**src/hdl/trg_config.svh**
```systemverilog
`ifndef TRG_CONFIG_SVH
`define TRG_CONFIG_SVH

// number of ADC channels
`define TRG_NUM_CH 2

// data converter beat, 16-bit slots
`define TRG_TDATA_W 128

// ADC resolution in bits
`define TRG_ADC_W 12

// time stamp width
`define TRG_TIME_W 48

// beats kept after the hit ends
`define TRG_POST_LEN 6
// longest trigger window in beats
`define TRG_ACQUI_LEN 16

// hit record buffer entries
`define TRG_FIFO_DEPTH 4

`endif

```
**src/hdl/trg_pkg.sv**
```systemverilog
`include "trg_config.svh"

package trg_pkg;

  // one ADC sample and its threshold, one bit wider for the delta range
  typedef logic signed [`TRG_ADC_W-1:0] sample_t;
  typedef logic signed [`TRG_ADC_W:0]   thresh_t;

  typedef logic [`TRG_TDATA_W-1:0] beat_t;

  typedef logic [$clog2(`TRG_NUM_CH)-1:0] ch_idx_t;

  // captured at hit start
  typedef struct packed {
    logic [`TRG_TIME_W-1:0] time_stamp;
    sample_t                baseline;
    thresh_t                threshold;
  } hit_info_t;

  // buffer entry
  typedef struct packed {
    hit_info_t info;
    ch_idx_t   ch;
  } hit_rec_t;

  // per channel setup
  typedef struct packed {
    sample_t baseline;
    thresh_t threshold;
  } ch_cfg_t;

endpackage

```
**src/hdl/record_fifo.sv**
```systemverilog
`include "trg_config.svh"

module record_fifo
  import trg_pkg::*;
(
  input  logic     CLK,
  input  logic     RESETN,
  input  logic     wr_stb,
  input  hit_rec_t wr_rec,
  input  logic     rd_stb,
  output hit_rec_t rd_data,
  output logic     empty,
  output logic     overflow
);

  localparam int DEPTH = `TRG_FIFO_DEPTH;
  localparam int AW    = $clog2(DEPTH);
  localparam int CW    = $clog2(DEPTH + 1);

  hit_rec_t      mem [DEPTH];
  logic [AW-1:0] wr_ptr;
  logic [AW-1:0] rd_ptr;
  logic [CW-1:0] count;
  logic          full;
  logic          do_wr;
  logic          do_rd;

  assign empty = (count == '0);
  assign full  = (count == CW'(DEPTH));
  assign do_rd = rd_stb & ~empty;
  // a pop frees the slot for a write on the same edge
  assign do_wr = wr_stb & (~full | do_rd);

  assign rd_data = mem[rd_ptr];

  always_ff @(posedge CLK) begin
    if (do_wr) begin
      mem[wr_ptr] <= wr_rec;
    end
  end

  always_ff @(posedge CLK or negedge RESETN) begin
    if (!RESETN) begin
      wr_ptr   <= '0;
      rd_ptr   <= '0;
      count    <= '0;
      overflow <= 1'b0;
    end else begin
      if (do_wr) begin
        wr_ptr <= (wr_ptr == AW'(DEPTH - 1)) ? '0 : wr_ptr + 1'b1;
      end
      if (do_rd) begin
        rd_ptr <= (rd_ptr == AW'(DEPTH - 1)) ? '0 : rd_ptr + 1'b1;
      end
      if (do_wr && !do_rd) begin
        count <= count + 1'b1;
      end else if (do_rd && !do_wr) begin
        count <= count - 1'b1;
      end
      // sticky until reset
      overflow <= overflow | (wr_stb & ~do_wr);
    end
  end

  a_count_bound: assert property (@(posedge CLK) disable iff (!RESETN)
    count <= CW'(DEPTH));

endmodule

```
**config.mk**
```make
export PLATFORM = sky130hd
export DESIGN_NAME = record_fifo
export DESIGN_NICKNAME = d
export VERILOG_FILES = /design/src/hdl/trg_pkg.sv /design/src/hdl/record_fifo.sv
export VERILOG_INCLUDE_DIRS = /design/src /design/src/hdl
export SDC_FILE = /design/constraint.sdc
export NUM_CORES = 1
export LEC_CHECK = 0
export BUFFER_PORTS_ARGS = -buffer_cell sky130_fd_sc_hd__buf_2
export CAP_MARGIN = 20
export CELL_PAD_IN_SITES_DETAIL_PLACEMENT = 0
export CELL_PAD_IN_SITES_GLOBAL_PLACEMENT = 2
export CORE_MARGIN = 4
export CORE_UTILIZATION = 45
export CTS_CLUSTER_SIZE = 28
export DETAILED_ROUTE_END_ITERATION = 8
export HOLD_SLACK_MARGIN = 0.06
export PLACE_DENSITY_LB_ADDON = 0.08
export SYNTH_ARGS = -nofsm -noshare
export SYNTH_HDL_FRONTEND = slang
export SYNTH_SLANG_ARGS = --single-unit
```
**constraint.sdc**
```tcl
create_clock -name CLK -period 3.5 [get_ports CLK]
set_clock_uncertainty 0.1 [all_clocks]
set_input_delay 0.35 -clock CLK [delete_from_list [all_inputs] [get_ports CLK]]
set_output_delay 0.35 -clock CLK [all_outputs]
set_load 0.01 [all_outputs]
```
==> flow_summary.html <==
<table>
<tr><th>Metric</th><th>Value</th></tr>
<tr><th colspan="2">Worst setup path</th></tr>
<tr><td>Critical Setup Path Class</td><td>reg2out</td></tr>
<tr><td>Setup crit start kind</td><td>flop</td></tr>
<tr><td>Crit path capture type</td><td>primary output</td></tr>
<tr><td>Critical path required time</td><td>3050 ps</td></tr>
<tr><td>Data arrival time at the worst-slack endpoint</td><td>2540 ps</td></tr>
<tr><td>Max FO, Critical Path</td><td>34</td></tr>
<tr><th colspan="2">GRT</th></tr>
<tr><td>Antenna violations before repair</td><td>1</td></tr>
<tr><td>Wire length of the first global-routing pass</td><td>32900 um</td></tr>
<tr><td>Global route overflow</td><td>0</td></tr>
<tr><td>Largest net degree at the start of global routing</td><td>50</td></tr>
<tr><td>GR Util All Layers</td><td>0.158</td></tr>
<tr><td>Number of global-route vias before repair</td><td>5782</td></tr>
<tr><th colspan="2">Floorplan</th></tr>
<tr><td>Die H</td><td>165 um</td></tr>
<tr><td>Number of rows in the core area</td><td>57</td></tr>
<tr><td>Top-level I/O count</td><td>154</td></tr>
<tr><td>Die Width</td><td>165 um</td></tr>
<tr><td>Die Footprint</td><td>0.0274 mm^2</td></tr>
<tr><td>Initial standard-cell utilization of the core</td><td>0.459</td></tr>
<tr><td>Core footprint</td><td>0.0243 mm^2</td></tr>
<tr><th colspan="2">Logic synthesis</th></tr>
<tr><td>Net count of the mapped netlist</td><td>511</td></tr>
<tr><td>Part of the Yosys area used for sequential elements</td><td>0.815</td></tr>
<tr><td>Count of synthesis-stage warnings from yosys</td><td>0</td></tr>
<tr><td>Count of different cell masters after synthesis</td><td>20</td></tr>
<tr><td>Mean instance size in the synthesized netlist</td><td>26.2 um^2</td></tr>
<tr><td>Synthesis-stage register bit count</td><td>304</td></tr>
<tr><td>Mapped cell area</td><td>0.0112 mm^2</td></tr>
<tr><td>Number of instances in the synthesized netlist</td><td>426</td></tr>
<tr><th colspan="2">Layout</th></tr>
<tr><td>Utilization after layout</td><td>0.583</td></tr>
<tr><td>Final Instance Area</td><td>0.0142 mm^2</td></tr>
<tr><td>Synth-to-layout area growth</td><td>27.2%</td></tr>
<tr><td>Most common cell after layout, fill and taps aside</td><td>edfxtp_1</td></tr>
<tr><td>Proportion of layout cells with a drive suffix above 1</td><td>0.414</td></tr>
<tr><td>Count of fill cells added during filler insertion</td><td>1811</td></tr>
<tr><td>Nets</td><td>769</td></tr>
<tr><td>Highest-count cells in the layout ignoring fill and taps</td><td>edfxtp_1 (296), buf_2 (153), dlygate4sd3_1 (77)</td></tr>
<tr><td>Count of non-filler cells in the finished layout</td><td>1033</td></tr>
<tr><th colspan="2">STA</th></tr>
<tr><td>Post-Route Hold Slack</td><td>86.7 ps</td></tr>
<tr><td>Fin. Hold Viols</td><td>0</td></tr>
<tr><td>Unrepaired setup endpoints after global routing</td><td>false</td></tr>
<tr><td>Highest achievable clock rate</td><td>335 MHz</td></tr>
<tr><td>Transition time at the pin with the least slew margin</td><td>741 ps</td></tr>
<tr><td>Final worst slack</td><td>512 ps</td></tr>
<tr><td>Final Slew Violations</td><td>0</td></tr>
<tr><td># setup viols final</td><td>0</td></tr>
<tr><td>Setup Total Neg Slack</td><td>0 ps</td></tr>
<tr><td>Ratio of final minimum period to clock period</td><td>0.854</td></tr>
<tr><td>Min Clock Period, post-route</td><td>2990 ps</td></tr>
<tr><td>Max_slew headroom</td><td>0.506</td></tr>
<tr><th colspan="2">Placement</th></tr>
<tr><td>IO buf count</td><td>153</td></tr>
<tr><td>Placer Congestion</td><td>0.684</td></tr>
<tr><td>Placed wire-length estimate after detailed placement</td><td>12600 um</td></tr>
<tr><td>Cell total after placement</td><td>898</td></tr>
<tr><td>Worst setup slack before clock tree synthesis</td><td>964 ps</td></tr>
<tr><td>Placed instance area</td><td>0.0124 mm^2</td></tr>
<tr><th colspan="2">Route</th></tr>
<tr><td>DRT Pass-1 Iters</td><td>4</td></tr>
<tr><td>Wire length per cell after detailed routing</td><td>20.5 um</td></tr>
<tr><td>Total wire length</td><td>21200 um</td></tr>
<tr><td>Antenna Violating Nets Remaining</td><td>0</td></tr>
<tr><td>Average vias per placed instance</td><td>5.09</td></tr>
<tr><td>Vias after detailed routing</td><td>5260</td></tr>
<tr><td>Starting DRC count in detailed routing</td><td>318</td></tr>
<tr><td>Drt drc</td><td>0</td></tr>
<tr><th colspan="2">Min path</th></tr>
<tr><td>Tightest Hold Check Type</td><td>in2async</td></tr>
<tr><th colspan="2">Flow run</th></tr>
<tr><td>Max capacitance violation total</td><td>0</td></tr>
<tr><th colspan="2">Pwr</th></tr>
<tr><td>Tot Pwr</td><td>11.6 mW</td></tr>
<tr><td>Worst IR Drop VDD</td><td>399 uV</td></tr>
<tr><td>Power per unit of standard cell area</td><td>818 mW/mm^2</td></tr>
<tr><td>Lkg Pwr</td><td>4.91 nW</td></tr>
<tr><th colspan="2">CTS</th></tr>
<tr><td>Max H-tree Level</td><td>1</td></tr>
<tr><td>CTS clock-pin slew for the worst setup and hold paths</td><td>60 ps</td></tr>
<tr><td>Resized cells post-CTS</td><td>0</td></tr>
<tr><td>Total clock sinks</td><td>304</td></tr>
<tr><td>Buffer levels on the longest clock path</td><td>3</td></tr>
<tr><td>TritonCTS clock tree</td><td>done</td></tr>
<tr><td>Root buffer selected by CTS</td><td>clkbuf_16</td></tr>
<tr><td>Cts bufs inserted</td><td>31</td></tr>
<tr><td>Clk_lat worst skew</td><td>540 ps</td></tr>
<tr><th colspan="2">Outcome</th></tr>
<tr><td>Status</td><td>finished, final reports clean</td></tr>
</table>
-- timing repair --
action,in CTS,in global routing
hold buffers,77,0
endpoints found under the hold margin,305,0
setup buffers,0,0
-- worst paths after layout --
check | start | endpoint | slack, ps | depth (start not counted)
hold reg to reg | count[2] | count[2] | 410 | 1
min in group CLK | rd_stb | rd_ptr[0] | 140 | 3
max in group asynchronous | RESETN | rd_ptr[1] | 3020 | 2
setup / recovery | rd_ptr[0] | rd_data[28] | 510 | 3
hold / removal | RESETN | overflow | 90 | 2
setup reg to reg | count[2] | mem[2][37] | 1040 | 4
-- routing by layer --
metal / wire length (um) / track usage / share of wire
met4: 328 / 0.0345 / 0.016
met5: 0 / 0 / 0
met2: 10700 / 0.272 / 0.51
met3: 1160 / 0.0313 / 0.055
met1: 8920 / 0.210 / 0.42
-- synth_stat cells --
cell type,n,share of area
mux4_2,74,0.15
a21o_1,2,0.0013
nor4b_2,1,0.0013
dfrtp_1,8,0.018
and2_1,4,0.0022
o31ai_1,1,0.00067
inv_1,3,0.0010
buf_4,3,0.0020
fa_1,1,0.0018
xor2_1,2,0.0016
edfxtp_1,296,0.80
ha_1,6,0.0067
xnor2_1,1,0.00079
clkbuf_1,2,0.00067
mux2_2,4,0.0040
nor2b_1,1,0.00056
nor2_1,2,0.00067
nor3_1,2,0.00090
buf_6,6,0.0061
buf_2,7,0.0031
-- cells by family (layout without fill, tap and decap cells) --
| logic type | count (synthesis) | after routing | synth area share |
|---|---|---|---|
| flops | 304 | 304 | 0.815 |
| mux | 78 | 78 | 0.153 |
| buf+inv | 21 | 303 | 0.0129 |
| simple gates | 10 | 10 | 0.00572 |
| fa+ha+maj | 7 | 7 | 0.00853 |
| compound gates | 3 | 3 | 0.00202 |
| xor+xnor | 3 | 3 | 0.00236 |
| other cells | 0 | 1 | 0 |
-- critical path: stages, from the launching register on --
cell     delay [ps]
dfrtp_4         900
buf_12          330
mux4_2          560
buf_2           160
-- state kept, by name, summed over array words and instances (netlist names) --
| register | flops |
|---|---|
| rd_ptr | 2 |
| count | 3 |
| mem | 296 |
| overflow | 1 |
| wr_ptr | 2 |
-- final cells by class --
type	count	area, um^2	share of cell area
Sequential cell	304	9100	0.641
Multi-Input combinational cell	101	1930	0.136
Timing Repair Buffer	243	1700	0.120
Clock buffer	37	798	0.0563
Tap cell	324	405	0.0286
Clock inverter	20	243	0.0171
Inverter	3	11.3	0.000794
Antenna cell	1	2.50	0.000176
-- power by group --
| group | total [mW] | internal (mW) | switching, mW |
|---|---|---|---|
| combinational | 3.12 | 1.55 | 1.58 |
| clock | 3.32 | 2.05 | 1.27 |
| sequential | 5.16 | 4.79 | 0.365 |
Power figures use the tool's default switching activity.
