[config.mk]
export PLATFORM = sky130hd
export DESIGN_NAME = channel_trigger
export DESIGN_NICKNAME = d
export VERILOG_FILES = /design/src/hdl/trg_pkg.sv /design/src/hdl/channel_trigger.sv
export VERILOG_INCLUDE_DIRS = /design/src /design/src/hdl
export SDC_FILE = /design/constraint.sdc
export NUM_CORES = 1
export LEC_CHECK = 0
export BUFFER_PORTS_ARGS = -buffer_cell sky130_fd_sc_hd__buf_2
export CAP_MARGIN = 20
export CORE_MARGIN = 5
export CORE_UTILIZATION = 45
export CTS_CLUSTER_DIAMETER = 200
export DETAILED_ROUTE_END_ITERATION = 7
export PLACE_DENSITY_LB_ADDON = 0.15
export SETUP_SLACK_MARGIN = 0.05
export SYNTH_ARGS = -nofsm -noshare
export SYNTH_HDL_FRONTEND = slang
export SYNTH_SLANG_ARGS = --single-unit
[constraint.sdc]
create_clock -name CLK -period 4.8 [get_ports CLK]
set_input_delay 0.48 -clock CLK [delete_from_list [all_inputs] [get_ports CLK]]
set_output_delay 0.48 -clock CLK [all_outputs]
set_load 0.02 [all_outputs]
[src/hdl/trg_config.svh]
`ifndef TRG_CONFIG_SVH
`define TRG_CONFIG_SVH

// number of ADC channels
`define TRG_NUM_CH 2

// data converter beat, 16-bit slots
`define TRG_TDATA_W 128

// ADC resolution in bits
`define TRG_ADC_W 12

// time stamp width
`define TRG_TIME_W 48

// beats kept after the hit ends
`define TRG_POST_LEN 6
// longest trigger window in beats
`define TRG_ACQUI_LEN 16

// hit record buffer entries
`define TRG_FIFO_DEPTH 4

`endif

[src/hdl/trg_pkg.sv]
`include "trg_config.svh"

package trg_pkg;

  // one ADC sample and its threshold, one bit wider for the delta range
  typedef logic signed [`TRG_ADC_W-1:0] sample_t;
  typedef logic signed [`TRG_ADC_W:0]   thresh_t;

  typedef logic [`TRG_TDATA_W-1:0] beat_t;

  typedef logic [$clog2(`TRG_NUM_CH)-1:0] ch_idx_t;

  // captured at hit start
  typedef struct packed {
    logic [`TRG_TIME_W-1:0] time_stamp;
    sample_t                baseline;
    thresh_t                threshold;
  } hit_info_t;

  // buffer entry
  typedef struct packed {
    hit_info_t info;
    ch_idx_t   ch;
  } hit_rec_t;

  // per channel setup
  typedef struct packed {
    sample_t baseline;
    thresh_t threshold;
  } ch_cfg_t;

endpackage

[src/hdl/channel_trigger.sv]
`include "trg_config.svh"

module channel_trigger
  import trg_pkg::*;
(
  input  logic                   CLK,
  input  logic                   RESETN,
  input  beat_t                  tdata,
  input  logic                   tvalid,
  input  ch_cfg_t                cfg,
  input  logic [`TRG_TIME_W-1:0] current_time,
  input  logic                   all_ready,
  output beat_t                  data,
  output logic                   valid,
  output logic                   triggered,
  output logic                   rec_stb,
  output hit_info_t              rec
);

  localparam int SLOT_W   = 16;
  localparam int NUM_SLOT = `TRG_TDATA_W / SLOT_W;
  localparam int POST_W   = $clog2(`TRG_POST_LEN + 1);
  localparam int ACQ_W    = $clog2(`TRG_ACQUI_LEN + 1);

  beat_t               tdata_q;
  beat_t               dly1;
  beat_t               dly2;
  beat_t               data_d;
  logic [2:0]          vld_pipe;
  logic [NUM_SLOT-1:0] cmp;
  logic [NUM_SLOT-1:0] cmp_d;
  logic                hit;
  logic                hit_next;
  logic                hit_rise;
  logic                hit_fall;
  hit_info_t           info_q;
  logic                finalize;
  logic                over_len;
  logic [POST_W-1:0]   post_cnt;
  logic [ACQ_W-1:0]    acq_cnt;

  // valid follows the beat through input, compare and hit stages
  always_ff @(posedge CLK or negedge RESETN) begin
    if (!RESETN) begin
      vld_pipe <= '0;
    end else begin
      vld_pipe <= {vld_pipe[1:0], tvalid};
    end
  end

  always_ff @(posedge CLK) begin
    tdata_q <= tdata;
    dly1    <= tdata_q;
    dly2    <= dly1;
    // time and setup seen at the compare edge
    info_q.time_stamp <= current_time;
    info_q.baseline   <= cfg.baseline;
    info_q.threshold  <= cfg.threshold;
  end

  // every slot must clear baseline + threshold
  always_comb begin
    sample_t smp;
    thresh_t delta;
    for (int i = 0; i < NUM_SLOT; i++) begin
      smp      = tdata_q[i*SLOT_W +: `TRG_ADC_W];
      delta    = smp - cfg.baseline;
      cmp_d[i] = (delta >= cfg.threshold);
    end
  end

  assign hit_next = &cmp;
  assign hit_rise = hit_next & ~hit;
  assign hit_fall = hit & ~hit_next;

  always_ff @(posedge CLK or negedge RESETN) begin
    if (!RESETN) begin
      cmp     <= '0;
      hit     <= 1'b0;
      rec_stb <= 1'b0;
    end else begin
      cmp     <= vld_pipe[0] ? cmp_d : '0;
      hit     <= hit_next;
      rec_stb <= hit_rise;
    end
  end

  always_ff @(posedge CLK) begin
    if (hit_rise) begin
      rec <= info_q;
    end
  end

  // post-hit tail, counts from the hit end
  always_ff @(posedge CLK or negedge RESETN) begin
    if (!RESETN) begin
      finalize <= 1'b0;
      post_cnt <= '0;
    end else if (hit_rise) begin
      finalize <= 1'b0;
    end else if (hit_fall) begin
      finalize <= 1'b1;
      post_cnt <= POST_W'(1);
    end else if (finalize) begin
      if (post_cnt == POST_W'(`TRG_POST_LEN)) begin
        finalize <= 1'b0;
      end else begin
        post_cnt <= post_cnt + 1'b1;
      end
    end
  end

  // window length limit, counts from the hit start and saturates
  always_ff @(posedge CLK or negedge RESETN) begin
    if (!RESETN) begin
      acq_cnt  <= '0;
      over_len <= 1'b0;
    end else if (hit_rise) begin
      acq_cnt  <= ACQ_W'(1);
      over_len <= 1'b0;
    end else if (acq_cnt == ACQ_W'(`TRG_ACQUI_LEN)) begin
      over_len <= 1'b1;
    end else begin
      acq_cnt <= acq_cnt + 1'b1;
    end
  end

  always_ff @(posedge CLK or negedge RESETN) begin
    if (!RESETN) begin
      triggered <= 1'b0;
      valid     <= 1'b0;
    end else begin
      triggered <= (hit | finalize) & ~over_len & all_ready & vld_pipe[2];
      valid     <= vld_pipe[2];
    end
  end

  // 12-bit samples zero-extended in place
  always_comb begin
    for (int i = 0; i < NUM_SLOT; i++) begin
      data_d[i*SLOT_W +: SLOT_W] = {{(SLOT_W-`TRG_ADC_W){1'b0}}, dly2[i*SLOT_W +: `TRG_ADC_W]};
    end
  end

  always_ff @(posedge CLK) begin
    data <= vld_pipe[2] ? data_d : '1;
  end

  a_rec_stb_single: assert property (@(posedge CLK) disable iff (!RESETN)
    rec_stb |=> !rec_stb);

  a_trig_valid: assert property (@(posedge CLK) disable iff (!RESETN)
    triggered |-> valid);

endmodule

==> results of run 1 <==
-- final cells by class --
type,count,area [sq um]
Clock inverter,26,226.5
Inverter,75,282.8
Antenna cell,3,7.507
Multi-Input combinational cell,887,6905
Sequential cell,556,11990
Timing Repair Buffer,551,3606
Tap cell,585,732.0
Clock buffer,71,1463
Fill cell,3511,17670
-- what timing repair did --
action	in CTS	in global routing
hold buffers	164	0
endpoints found under the hold margin	188	0
buffers inserted	0	0
-- state kept, by name (all words and copies together) (netlist names), 5 cells and up --
name and flops:
tdata_q 96, dly1 96, dly2 96, cmp 8, data 97, acq_cnt 5, rec 73, info_q 73
-- Yosys cell counts, types with 5 or more instances --
| library cell | instances | share of area, % |
|---|---|---|
| a211oi_1 | 22 | 0.85 |
| a21o_1 | 29 | 1.1 |
| o21bai_1 | 7 | 0.27 |
| nor2b_1 | 18 | 0.58 |
| xor2_1 | 18 | 0.81 |
| buf_4 | 31 | 1.2 |
| nand3_1 | 19 | 0.49 |
| edfxtp_1 | 73 | 11 |
| a31oi_1 | 5 | 0.16 |
| a2111oi_0 | 6 | 0.27 |
| o31ai_1 | 10 | 0.39 |
| a41o_1 | 5 | 0.26 |
| clkbuf_1 | 14 | 0.27 |
| o21a_1 | 20 | 0.77 |
| nand2b_1 | 120 | 3.9 |
| dfrtp_1 | 25 | 3.2 |
| nand2_1 | 41 | 0.79 |
| dfxtp_1 | 458 | 47 |
| inv_1 | 75 | 1.4 |
| a21oi_1 | 75 | 1.9 |
| fa_1 | 8 | 0.82 |
| xnor2_1 | 59 | 2.7 |
| nor2_1 | 70 | 1.4 |
| ha_1 | 204 | 13 |
| or3_1 | 5 | 0.16 |
| and3_1 | 11 | 0.35 |
| nor3_1 | 19 | 0.49 |
| o21ai_0 | 56 | 1.4 |
| nand4_1 | 12 | 0.39 |
-- cells by family (layout without fill, tap and decap cells) --
family | count (synthesis) | after routing | synth area share (%)
AOI/OAI and AO/OA | 267 | 267 | 8.964
xor gates and xnor gates | 77 | 77 | 3.466
adders and majority gates | 214 | 214 | 14.04
buffers and inverters | 120 | 723 | 2.913
DFF | 556 | 556 | 61.60
muxes | 1 | 1 | 0.05144
other | 0 | 3 | 0
and+or+nand+nor | 328 | 328 | 8.964
-- worst min-delay path by stage --
stage,slack [ps],start,cells past startpoint,to
after floorplan,180,RESETN,0,acq_cnt[0]$_DFFE_PN0P_
after global placement,310,dly1[116]$_DFF_P_,0,dly2[116]$_DFF_P_
after detailed placement,310,dly1[100]$_DFF_P_,0,dly2[100]$_DFF_P_
after CTS,6,cfg[8],1,info_q[8]$_DFF_P_
after global routing,20,cfg[8],1,info_q[8]$_DFF_P_
final,50,cfg[8],1,info_q[8]$_DFF_P_
-- through the flow --
stage          total power, mW  setup slack, ps  cell area (sq um)  std cells
2_1_floorplan            6.136             1232              19460       1563
3_3_place_gp             6.501            783.5              21870       2490
3_5_place_dp             6.552            697.5              21870       2490
4_1_cts                  10.65            897.0              25210       2751
5_1_grt                  11.05            614.1              25210       2754
6_report                 10.53            866.0              25210       2754
-- where the power goes --
| group | switching (mW) | internal [mW] | leakage [nW] |
|---|---|---|---|
| Sequential | 0.118 | 4.97 | 4.82 |
| Clock | 1.74 | 2.22 | 0.836 |
| Combinational | 0.786 | 0.699 | 5.66 |
| Total | 2.64 | 7.89 | 11.3 |
-- worst register-to-register path: cells and delay by family (launching register included) --
kind / cells / cell delay, ps
adders and majority gates: 3 / 830
and+or+nand+nor: 3 / 630
buffers and inverters: 2 / 120
DFF: 1 / 310
AOI/OAI and AO/OA: 6 / 1390
xor gates and xnor gates: 1 / 150
-- per-layer routing --
layer / vias to the layer above / global-route usage (%)
met3: 85 / 3.846
met1: 6201 / 26.94
li1: 6533 / -
met4: 10 / 6.992
met5: - / 0
met2: 387 / 34.50
==> impl_metrics.csv, run 1 <==
group,metric,value,unit
logic_synthesis,postSynthRegisterBits,556,
grt,first_global_vias,13450,
clock_tree,tritoncts,"built",
logic_synthesis,synth_fp_nets,1980,
hold_path,min_path_type,"input port to flip-flop",
critical_path,worstPathBufferInverterCount,3,
floorplanning,die_area,47500,sq um
grt,grt_overflow_total,0,
floorplanning,core,42890,sq um
finish,layout_commonest_cell,"dfxtp_1",
grt,maximum_number_of_pins_on_one_net_before_global_route_repair,54,
logic_synthesis,gate_count_post_synth,1563,
detailed_routing,num_vias,13220,
clock_tree,post_cts_resized,0,
finish,drive_gt1_share,22.35,%
floorplanning,die-height,217.9,microns
sta,setup_failing_eps_final,0,
critical_path,crit_slowest_cell,"inv_1",
detailed_routing,highest_signal_layer_in_the_routed_design,"met5",
finish,layout_common_cells,"dfxtp_1, buf_2, ha_1, dlygate4sd3_1, nand2b_1",
detailed_routing,remaining_drc_errors,0,
logic_synthesis,synth.avg_cell_area,12.45,sq um
logic_synthesis,synth_enable_flop_cells,73,
logic_synthesis,async_reset_ff_share,4.496,%
status,run_status,"finished, final reports clean",
clock_tree,cts_max_path_buffers,3,
placed_design,place_congestion,0.8484,
pwr,p_leak,11.32,nW
critical_path,crit_path_start_kind,"input port",
sta,timing.final.hold_violations,0,
run,max_cap_violation_count,0,
finish,post-route-util,58.79,%
sta,period_share,81.96,%
sta,setup-tns-final,0,ps
critical_path,worst-setup-path-type,"input port to flip-flop",
sta,holdWs,47.42,ps
critical_path,rr_worst_depth,15,
critical_path,worstSetupPathDepth,16,
detailed_routing,avgViaCountPerCell,4.799,
detailed_routing,drt_pre_antenna_iters,6,
grt,grt_first_pass_wirelength,74.93,mm
critical_path,critical_path.top_delay_family,"compound AO/OA/AOI/OAI gates",
critical_path,worst_r2r_endpoint,"cmp[1]$_DFF_PN0_",
sta,worst_pin_slew,1009,ps
critical_path,type_of_element_capturing_the_critical_path,"flip-flop",
logic_synthesis,synth_flop_cell,"dfxtp_1",
placed_design,buffer_ports.inserted,376,
pwr,power-per-cell-area,417.6,nW/um^2
finish,final_nets,2540,
sta,fin_crit,3934,ps
detailed_routing,wl_met2,23.38,mm
logic_synthesis,mappedNetlistArea,19460,sq um
detailed_routing,met3WireLength,3.102,mm
sta,setup_repair_after_global_routing_missed_its_margin,"false",
critical_path,rr_startpoint,"tdata_q[16]$_DFF_P_",
detailed_routing,drt_iter0_markers,733,
clock_tree,clkTransAtPathRegs,60,ps
clock_tree,cts_root_buffer,"clkbuf_16",
logic_synthesis,synth_sequential_area_ratio,61.60,%
floorplanning,die_extent_in_x,217.9,microns
sta,final-max-slew-violation-count,0,
clock_tree,worst_skew_pair.late_latency,590,ps
critical_path,worstPathArrival,4400,ps
logic_synthesis,synth-warning-count,0,
critical_path,cp_common_cell,"a211oi_1",
floorplanning,io-pin-count,409,
clock_tree,clkSinkCount,556,
logic_synthesis,yosysUniqueCellTypes,57,
sta,clock.fmax,254.2,MHz
critical_path,timing.critical_path.required,5260,ps
pwr,vdd_drop_max,0.2969,mV
critical_path,crit_path_cell_trace,"dlygate4sd3_1 -> buf_2 -> inv_1 -> ha_1 -> a21o_1 -> a21o_1 -> a211oi_1 -> o31ai_1 -> a21oi_1 -> xnor2_1 -> ha_1 -> a211oi_1 -> nand2_1 -> a211oi_1 -> o21ai_0 -> nor3b_1",
detailed_routing,wl_met1,21.94,mm
detailed_routing,drt-total-wl,49.96,mm
critical_path,critPathCapture,"cmp[3]$_DFF_PN0_",
critical_path,r2r_slack,1270,ps
detailed_routing,route.detailed.wl_per_inst,18.14,microns
floorplanning,initial_cell_density_of_the_core,45.37,%
clock_tree,depth_of_the_cts_h_tree,2,
critical_path,critPathMaxStageDelay,570,ps
critical_path,worstPathMaxFanout,8,
grt,grt_antenna_before_repair,8,
detailed_routing,postRouteAntennaNets,0,
clock_tree,tritoncts.num_buffers,52,
sta,clock-skew-final,14.27,ps
sta,slew_headroom,31.80,%
critical_path,crit_path_start,"cfg[17]",
placed_design,detailed_place_hpwl,35.34,mm
finish,area_growth_syn_to_layout,29.57,%
floorplanning,row_count,76,
grt,track_usage,20.58,%
Power figures use the tool's default switching activity.
==> inputs of run 2 (changes only) <==
==> constraint.sdc (replaced) <==
create_clock -name CLK -period 3.3 [get_ports CLK]
set_input_delay 0.33 -clock CLK [delete_from_list [all_inputs] [get_ports CLK]]
set_output_delay 0.33 -clock CLK [all_outputs]
set_load 0.02 [all_outputs]
==> run 2 against run 1 <==
  * Hold slack improved by 27 ps
  * Die area did not move
  * Sequential power rose by 45%
  * First-iteration DRC count fell by 9.1%
  * Via count rose by 1.7%
  * Critical endpoint is now cmp[0]$_DFF_PN0_
  * Final cell count rose by 3.1%
  * Register-to-register slack got worse by 1200 ps
  * Largest power group unchanged
  * Largest cell class unchanged
  * Routed wire length rose by 1.7%
==> impl_metrics.csv, run 2 (synthesis gave the netlist of run 1 again) <==
group,metric,value,unit
status,run_status,"finished, final reports clean",
detailed_routing,postRouteAntennaNets,0,
sta,timing.final.hold_violations,0,
critical_path,worst-setup-path-type,"flip-flop to flip-flop",
detailed_routing,remaining_drc_errors,0,
critical_path,worstPathMaxFanout,2,
clock_tree,worst_skew_pair.late_latency,600,ps
sta,setup_repair_after_global_routing_missed_its_margin,"true",
finish,seqCellArea,11990,sq um
sta,setup_failing_eps_final,0,
run,max_cap_violation_count,0,
clock_tree,tritoncts,"built",
floorplanning,initial_cell_density_of_the_core,45.37,%
clock_tree,clkTransAtPathRegs,60,ps
clock_tree,depth_of_the_cts_h_tree,2,
sta,period_share,97.26,%
detailed_routing,route.detailed.wl_per_inst,17.90,microns
pwr,power-per-cell-area,615.5,nW/um^2
sta,clock.fmax,311.6,MHz
placed_design,buffer_ports.inserted,376,
floorplanning,row_count,76,
floorplanning,die_extent_in_x,217.9,microns
sta,final-max-slew-violation-count,0,
critical_path,worstPathArrival,3690,ps
finish,largest_register_ffs,97,
floorplanning,core,42890,sq um
detailed_routing,num_vias,13440,
finish,largest_register,"data",
grt,maximum_number_of_pins_on_one_net_before_global_route_repair,58,
critical_path,crit_path_start_kind,"flip-flop",
finish,post-route-util,61.42,%
pwr,tot_pwr,16.21,mW
clock_tree,tritoncts.num_buffers,53,
critical_path,timing.critical_path.required,3780,ps
finish,filler_cell_count,3336,
placed_design,placedCellCount,2562,
detailed_routing,avgViaCountPerCell,4.734,
hold_path,min_path_type,"input port to flip-flop",
finish,layout_common_cells,"dfxtp_1, buf_2, ha_1, dlygate4sd3_1, nand2b_1",
clock_tree,cts_root_buffer,"clkbuf_16",
grt,grt_first_pass_wirelength,76.76,mm
sta,setup-tns-final,0,ps
floorplanning,io-pin-count,409,
clock_tree,cts_max_path_buffers,3,
grt,first_global_vias,13830,
finish,layout_commonest_cell,"dfxtp_1",
finish,cell_count_final_fillers_out,2839,
grt,grt_antenna_before_repair,7,
finish,final_nets,2622,
finish,drive_gt1_share,26.58,%
finish,area_growth_syn_to_layout,35.37,%
sta,worst_pin_slew,930.8,ps
placed_design,place_congestion,0.8684,
sta,slew_headroom,37.10,%
pwr,vdd_drop_max,0.4254,mV
finish,multiInputGateArea,7082,sq um
sta,holdWs,74.86,ps
sta,fin_crit,3210,ps
detailed_routing,drt_iter0_markers,666,
critical_path,type_of_element_capturing_the_critical_path,"flip-flop",
floorplanning,die_area,47500,sq um
floorplanning,die-height,217.9,microns
clock_tree,clkSinkCount,556,
sta,clock-skew-final,19.44,ps
detailed_routing,drt-total-wl,50.81,mm
grt,track_usage,20.90,%
grt,grt_overflow_total,0,
pwr,p_leak,11.84,nW
placed_design,detailed_place_hpwl,35.82,mm
detailed_routing,drt_pre_antenna_iters,5,
-- run 2: layer usage --
layer	part of all wire (%)	GRT usage, %	vias to the layer above
met5	0.075	0	-
met2	48	36.32	359
met3	5.7	4.651	65
met1	44	26.49	6298
li1	-	-	6712
met4	2.1	5.464	6
-- run 2: final cells by class --
class | count | area share (%)
antenna | 4 | 0.03800
inverter | 75 | 1.088
multi-input combinational | 887 | 26.88
clock inverter | 34 | 1.715
clock buffer | 66 | 5.491
sequential | 556 | 45.52
timing repair buffer | 632 | 16.48
tap | 585 | 2.779
-- run 2: report_power, final --
group	total (mW)	switching, mW	leakage, nW	internal [mW]
Sequential	7.39	0.173	4.82	7.22
Clock	6.42	2.62	0.903	3.79
Combinational	2.40	1.23	6.11	1.17
Total	16.2	4.02	11.8	12.2
-- run 2: worst max-delay path: stages, from the launching register on --
cell	delay (ps)
dfxtp_2	340
inv_2	60
ha_4	130
inv_2	30
fa_2	330
a21o_1	200
a211o_1	350
a2111oi_4	440
nor2_2	110
xnor2_2	150
ha_1	290
o21ai_1	110
nand2b_1	90
a2111oi_2	350
nor3_1	100
-- run 2: worst paths after layout --
check                              startpoint                    end  slack, ps  depth (start not counted)
setup / recovery           tdata_q[0]$_DFF_P_       cmp[0]$_DFF_PN0_         90                         14
hold / removal                         cfg[0]      info_q[0]$_DFF_P_         70                          1
setup reg to reg           tdata_q[0]$_DFF_P_       cmp[0]$_DFF_PN0_         90                         14
hold reg to reg             dly1[106]$_DFF_P_      dly2[106]$_DFF_P_        320                          0
max in group asynchronous              RESETN  vld_pipe[2]$_DFF_PN0_       2460                          2
min in group asynchronous              RESETN      rec_stb$_DFF_PN0_        310                          2
-- run 2: metrics by stage --
step	cell area (sq um)	setup WS, ps
3_5_place_dp	22540	-314.1
2_1_floorplan	19470	29.38
6_report	26340	90.30
3_3_place_gp	22540	-233.6
4_1_cts	26150	8.362
5_1_grt	26340	-39.02
-- run 2: what timing repair did --
| action | CTS | global route |
|---|---|---|
| setup buffers | 0 | 3 |
| hold buffers | 170 | 0 |
| gates cloned | 0 | 0 |
| pin swaps | 7 | 24 |
| setup endpoints to repair | 3 | 8 |
| endpoints found under the hold margin | 194 | 0 |
| resized for setup | 6 | 39 |
==> inputs of run 3 (changes only) <==
--- a/config.mk
+++ b/config.mk
@@ -8,8 +8,10 @@
 export LEC_CHECK = 0
 export BUFFER_PORTS_ARGS = -buffer_cell sky130_fd_sc_hd__buf_2
 export CAP_MARGIN = 20
+export CELL_PAD_IN_SITES_DETAIL_PLACEMENT = 0
+export CELL_PAD_IN_SITES_GLOBAL_PLACEMENT = 1
 export CORE_MARGIN = 5
-export CORE_UTILIZATION = 45
+export CORE_UTILIZATION = 39
 export CTS_CLUSTER_DIAMETER = 200
 export DETAILED_ROUTE_END_ITERATION = 7
 export PLACE_DENSITY_LB_ADDON = 0.15
@@ -17,3 +19,4 @@
 export SYNTH_ARGS = -nofsm -noshare
 export SYNTH_HDL_FRONTEND = slang
 export SYNTH_SLANG_ARGS = --single-unit
+export TNS_END_PERCENT = 1
==> run 3 against run 2 <==
  * Register-to-register slack better by 40 ps
  * Utilization shrank 7.5 points
  * Largest cell class unchanged
  * Highest routed layer unchanged
  * Maximum frequency increased by 0.92%
  * Worst setup slack gained 29 ps
  * Critical path depth up 2
  * Clock-buffer cell count up 3
  * Sequential power about the same
  * Hold slack better by 30 ps
==> impl_metrics.csv, run 3 (synthesis gave the netlist of run 1 again) <==
group,metric,value,unit
grt,groute.layer.met2.usage,30.60,%
floorplanning,io-pin-count,409,
run,max_cap_violation_count,0,
finish,filler_cell_count,4186,
clock_tree,worst_skew_pair.late_latency,600,ps
critical_path,crit_path_start_kind,"input port",
detailed_routing,remaining_drc_errors,0,
finish,post-route-util,53.95,%
detailed_routing,postRouteAntennaNets,0,
finish,largest_register_ffs,97,
sta,setup_failing_eps_final,0,
clock_tree,cts_root_buffer,"clkbuf_16",
pwr,p_clk_share,39.3,%
clock_tree,tritoncts,"built",
grt,track_usage,18.63,%
grt,maximum_number_of_pins_on_one_net_before_global_route_repair,62,
detailed_routing,avgViaCountPerCell,4.517,
pwr,p_sw,3.997,mW
pwr,internal-power,12.16,mW
clock_tree,clkSinkCount,556,
critical_path,worstPathArrival,3660,ps
detailed_routing,route.detailed.wl_per_inst,17.67,microns
placed_design,detailed_place_hpwl,37.32,mm
floorplanning,initial_cell_density_of_the_core,39.59,%
critical_path,type_of_element_capturing_the_critical_path,"flip-flop",
status,run_status,"finished, final reports clean",
detailed_routing,num_vias,13230,
finish,seqCellArea,11990,sq um
pwr,power_frac_seq,45.8,%
pwr,combinationalPowerShare,14.9,%
finish,final_nets,2634,
sta,final-max-slew-violation-count,0,
sta,slew_headroom,37.37,%
pwr,swShare,24.73,%
detailed_routing,drt_iter0_markers,415,
finish,area_growth_syn_to_layout,36.28,%
grt,grt_first_pass_wirelength,77.49,mm
sta,clock.fmax,314.4,MHz
sta,worst_pin_slew,926.8,ps
clock_tree,depth_of_the_cts_h_tree,2,
finish,drive_gt1_share,27.10,%
clock_tree,tritoncts.num_buffers,54,
sta,setup_repair_after_global_routing_missed_its_margin,"true",
placed_design,detailed_place.area,22690,sq um
critical_path,worst-setup-path-type,"input port to flip-flop",
clock_tree,cts_max_path_buffers,3,
floorplanning,die_extent_in_x,233.4,microns
sta,period_share,96.38,%
placed_design,place_congestion,0.8416,
sta,fin_crit,3181,ps
grt,grt_antenna_before_repair,6,
pwr,power-per-cell-area,609.3,nW/um^2
floorplanning,die-height,233.4,microns
grt,grt_overflow_total,0,
grt,global_route.peak_usage_layer,"met2",
grt,grtUsageMet1,24.97,%
placed_design,buffer_ports.inserted,376,
critical_path,worstPathMaxFanout,7,
finish,largest_register,"data",
finish,multiInputGateArea,7103,sq um
clock_tree,clkTransAtPathRegs,60,ps
floorplanning,die_area,54460,sq um
pwr,tot_pwr,16.16,mW
grt,first_global_vias,13450,
sta,clock-skew-final,22.33,ps
critical_path,timing.critical_path.required,3780,ps
floorplanning,row_count,81,
pwr,p_leak,11.91,nW
finish,layout_common_cells,"dfxtp_1, buf_2, ha_1, dlygate4sd3_1, nand2b_1",
finish,layout_commonest_cell,"dfxtp_1",
hold_path,min_path_type,"input port to flip-flop",
sta,timing.final.hold_violations,0,
floorplanning,core,49150,sq um
pwr,vdd_drop_max,0.4306,mV
detailed_routing,drt-total-wl,51.74,mm
detailed_routing,drt_pre_antenna_iters,4,
finish,postLayoutCellArea,26520,sq um
grt,met3_track_demand_over_resource,4.011,%
[run 3: stage by stage]
stage          cells  setup slack, ps  setup TNS (ps)  hold slack (ps)
3_5_place_dp    2648           -516.1           -2589            312.1
5_1_grt         2927           -13.27          -27.63            74.19
2_1_floorplan   1563            29.38               0            34.41
4_1_cts         2919            46.78               0            70.69
6_report        2929            119.4               0            104.6
3_3_place_gp    2648           -364.5           -2178            309.8
[run 3: routing by layer]
layer | up-vias | share of wire [%]
met5 | - | 0.044
met4 | 4 | 2.6
met3 | 79 | 5.9
met2 | 336 | 46
met1 | 6079 | 46
li1 | 6733 | -
[run 3: timing repair]
| item | in CTS | in global routing |
|---|---|---|
| hold buffers | 170 | 0 |
| hold endpoints to repair | 194 | 0 |
| pin swaps | 1 | 27 |
| setup buffers | 0 | 7 |
| resized for setup | 7 | 41 |
| endpoints found under the setup margin | 2 | 8 |
[run 3: cell type report]
class | count | area share, %
Tap cell | 664 | 3.133
Multi-Input combinational cell | 887 | 26.78
Timing Repair Buffer | 643 | 16.68
Antenna cell | 3 | 0.02831
Sequential cell | 556 | 45.21
Clock inverter | 32 | 1.505
Inverter | 75 | 1.080
Clock buffer | 69 | 5.572
[run 3: critical path, cell delays in order]
cell	delay, ps
dlygate4sd3_1	520
buf_2	110
inv_1	60
buf_12	150
buf_4	150
ha_1	340
a211o_1	350
a2111oi_4	340
nor2_2	100
xnor2_1	200
ha_1	280
and3_4	190
nand3_2	70
a21oi_2	50
a2111oi_4	350
nor3_2	60
[run 3: worst paths after layout]
kind | startpoint | end | slack, ps | cells after the start
max | cfg[16] | cmp[0]$_DFF_PN0_ | 120 | 16
min | cfg[0] | info_q[0]$_DFF_P_ | 100 | 1
max reg2reg | tdata_q[0]$_DFF_P_ | cmp[0]$_DFF_PN0_ | 130 | 15
min reg2reg | dly1[58]$_DFF_P_ | dly2[58]$_DFF_P_ | 320 | 0
max in group asynchronous | RESETN | vld_pipe[2]$_DFF_PN0_ | 2380 | 2
min in group asynchronous | RESETN | post_cnt[2]$_DFFE_PN0P_ | 350 | 2
[run 3: power by group through the flow]
stage,sequential (mW),clock (mW),combinational [mW]
detailed placement,7.55,0,2.14
global placement,7.54,0,2.10
CTS,7.40,6.56,2.34
global route,7.43,6.86,2.71
finish,7.40,6.35,2.41
floorplan,7.55,0,1.38
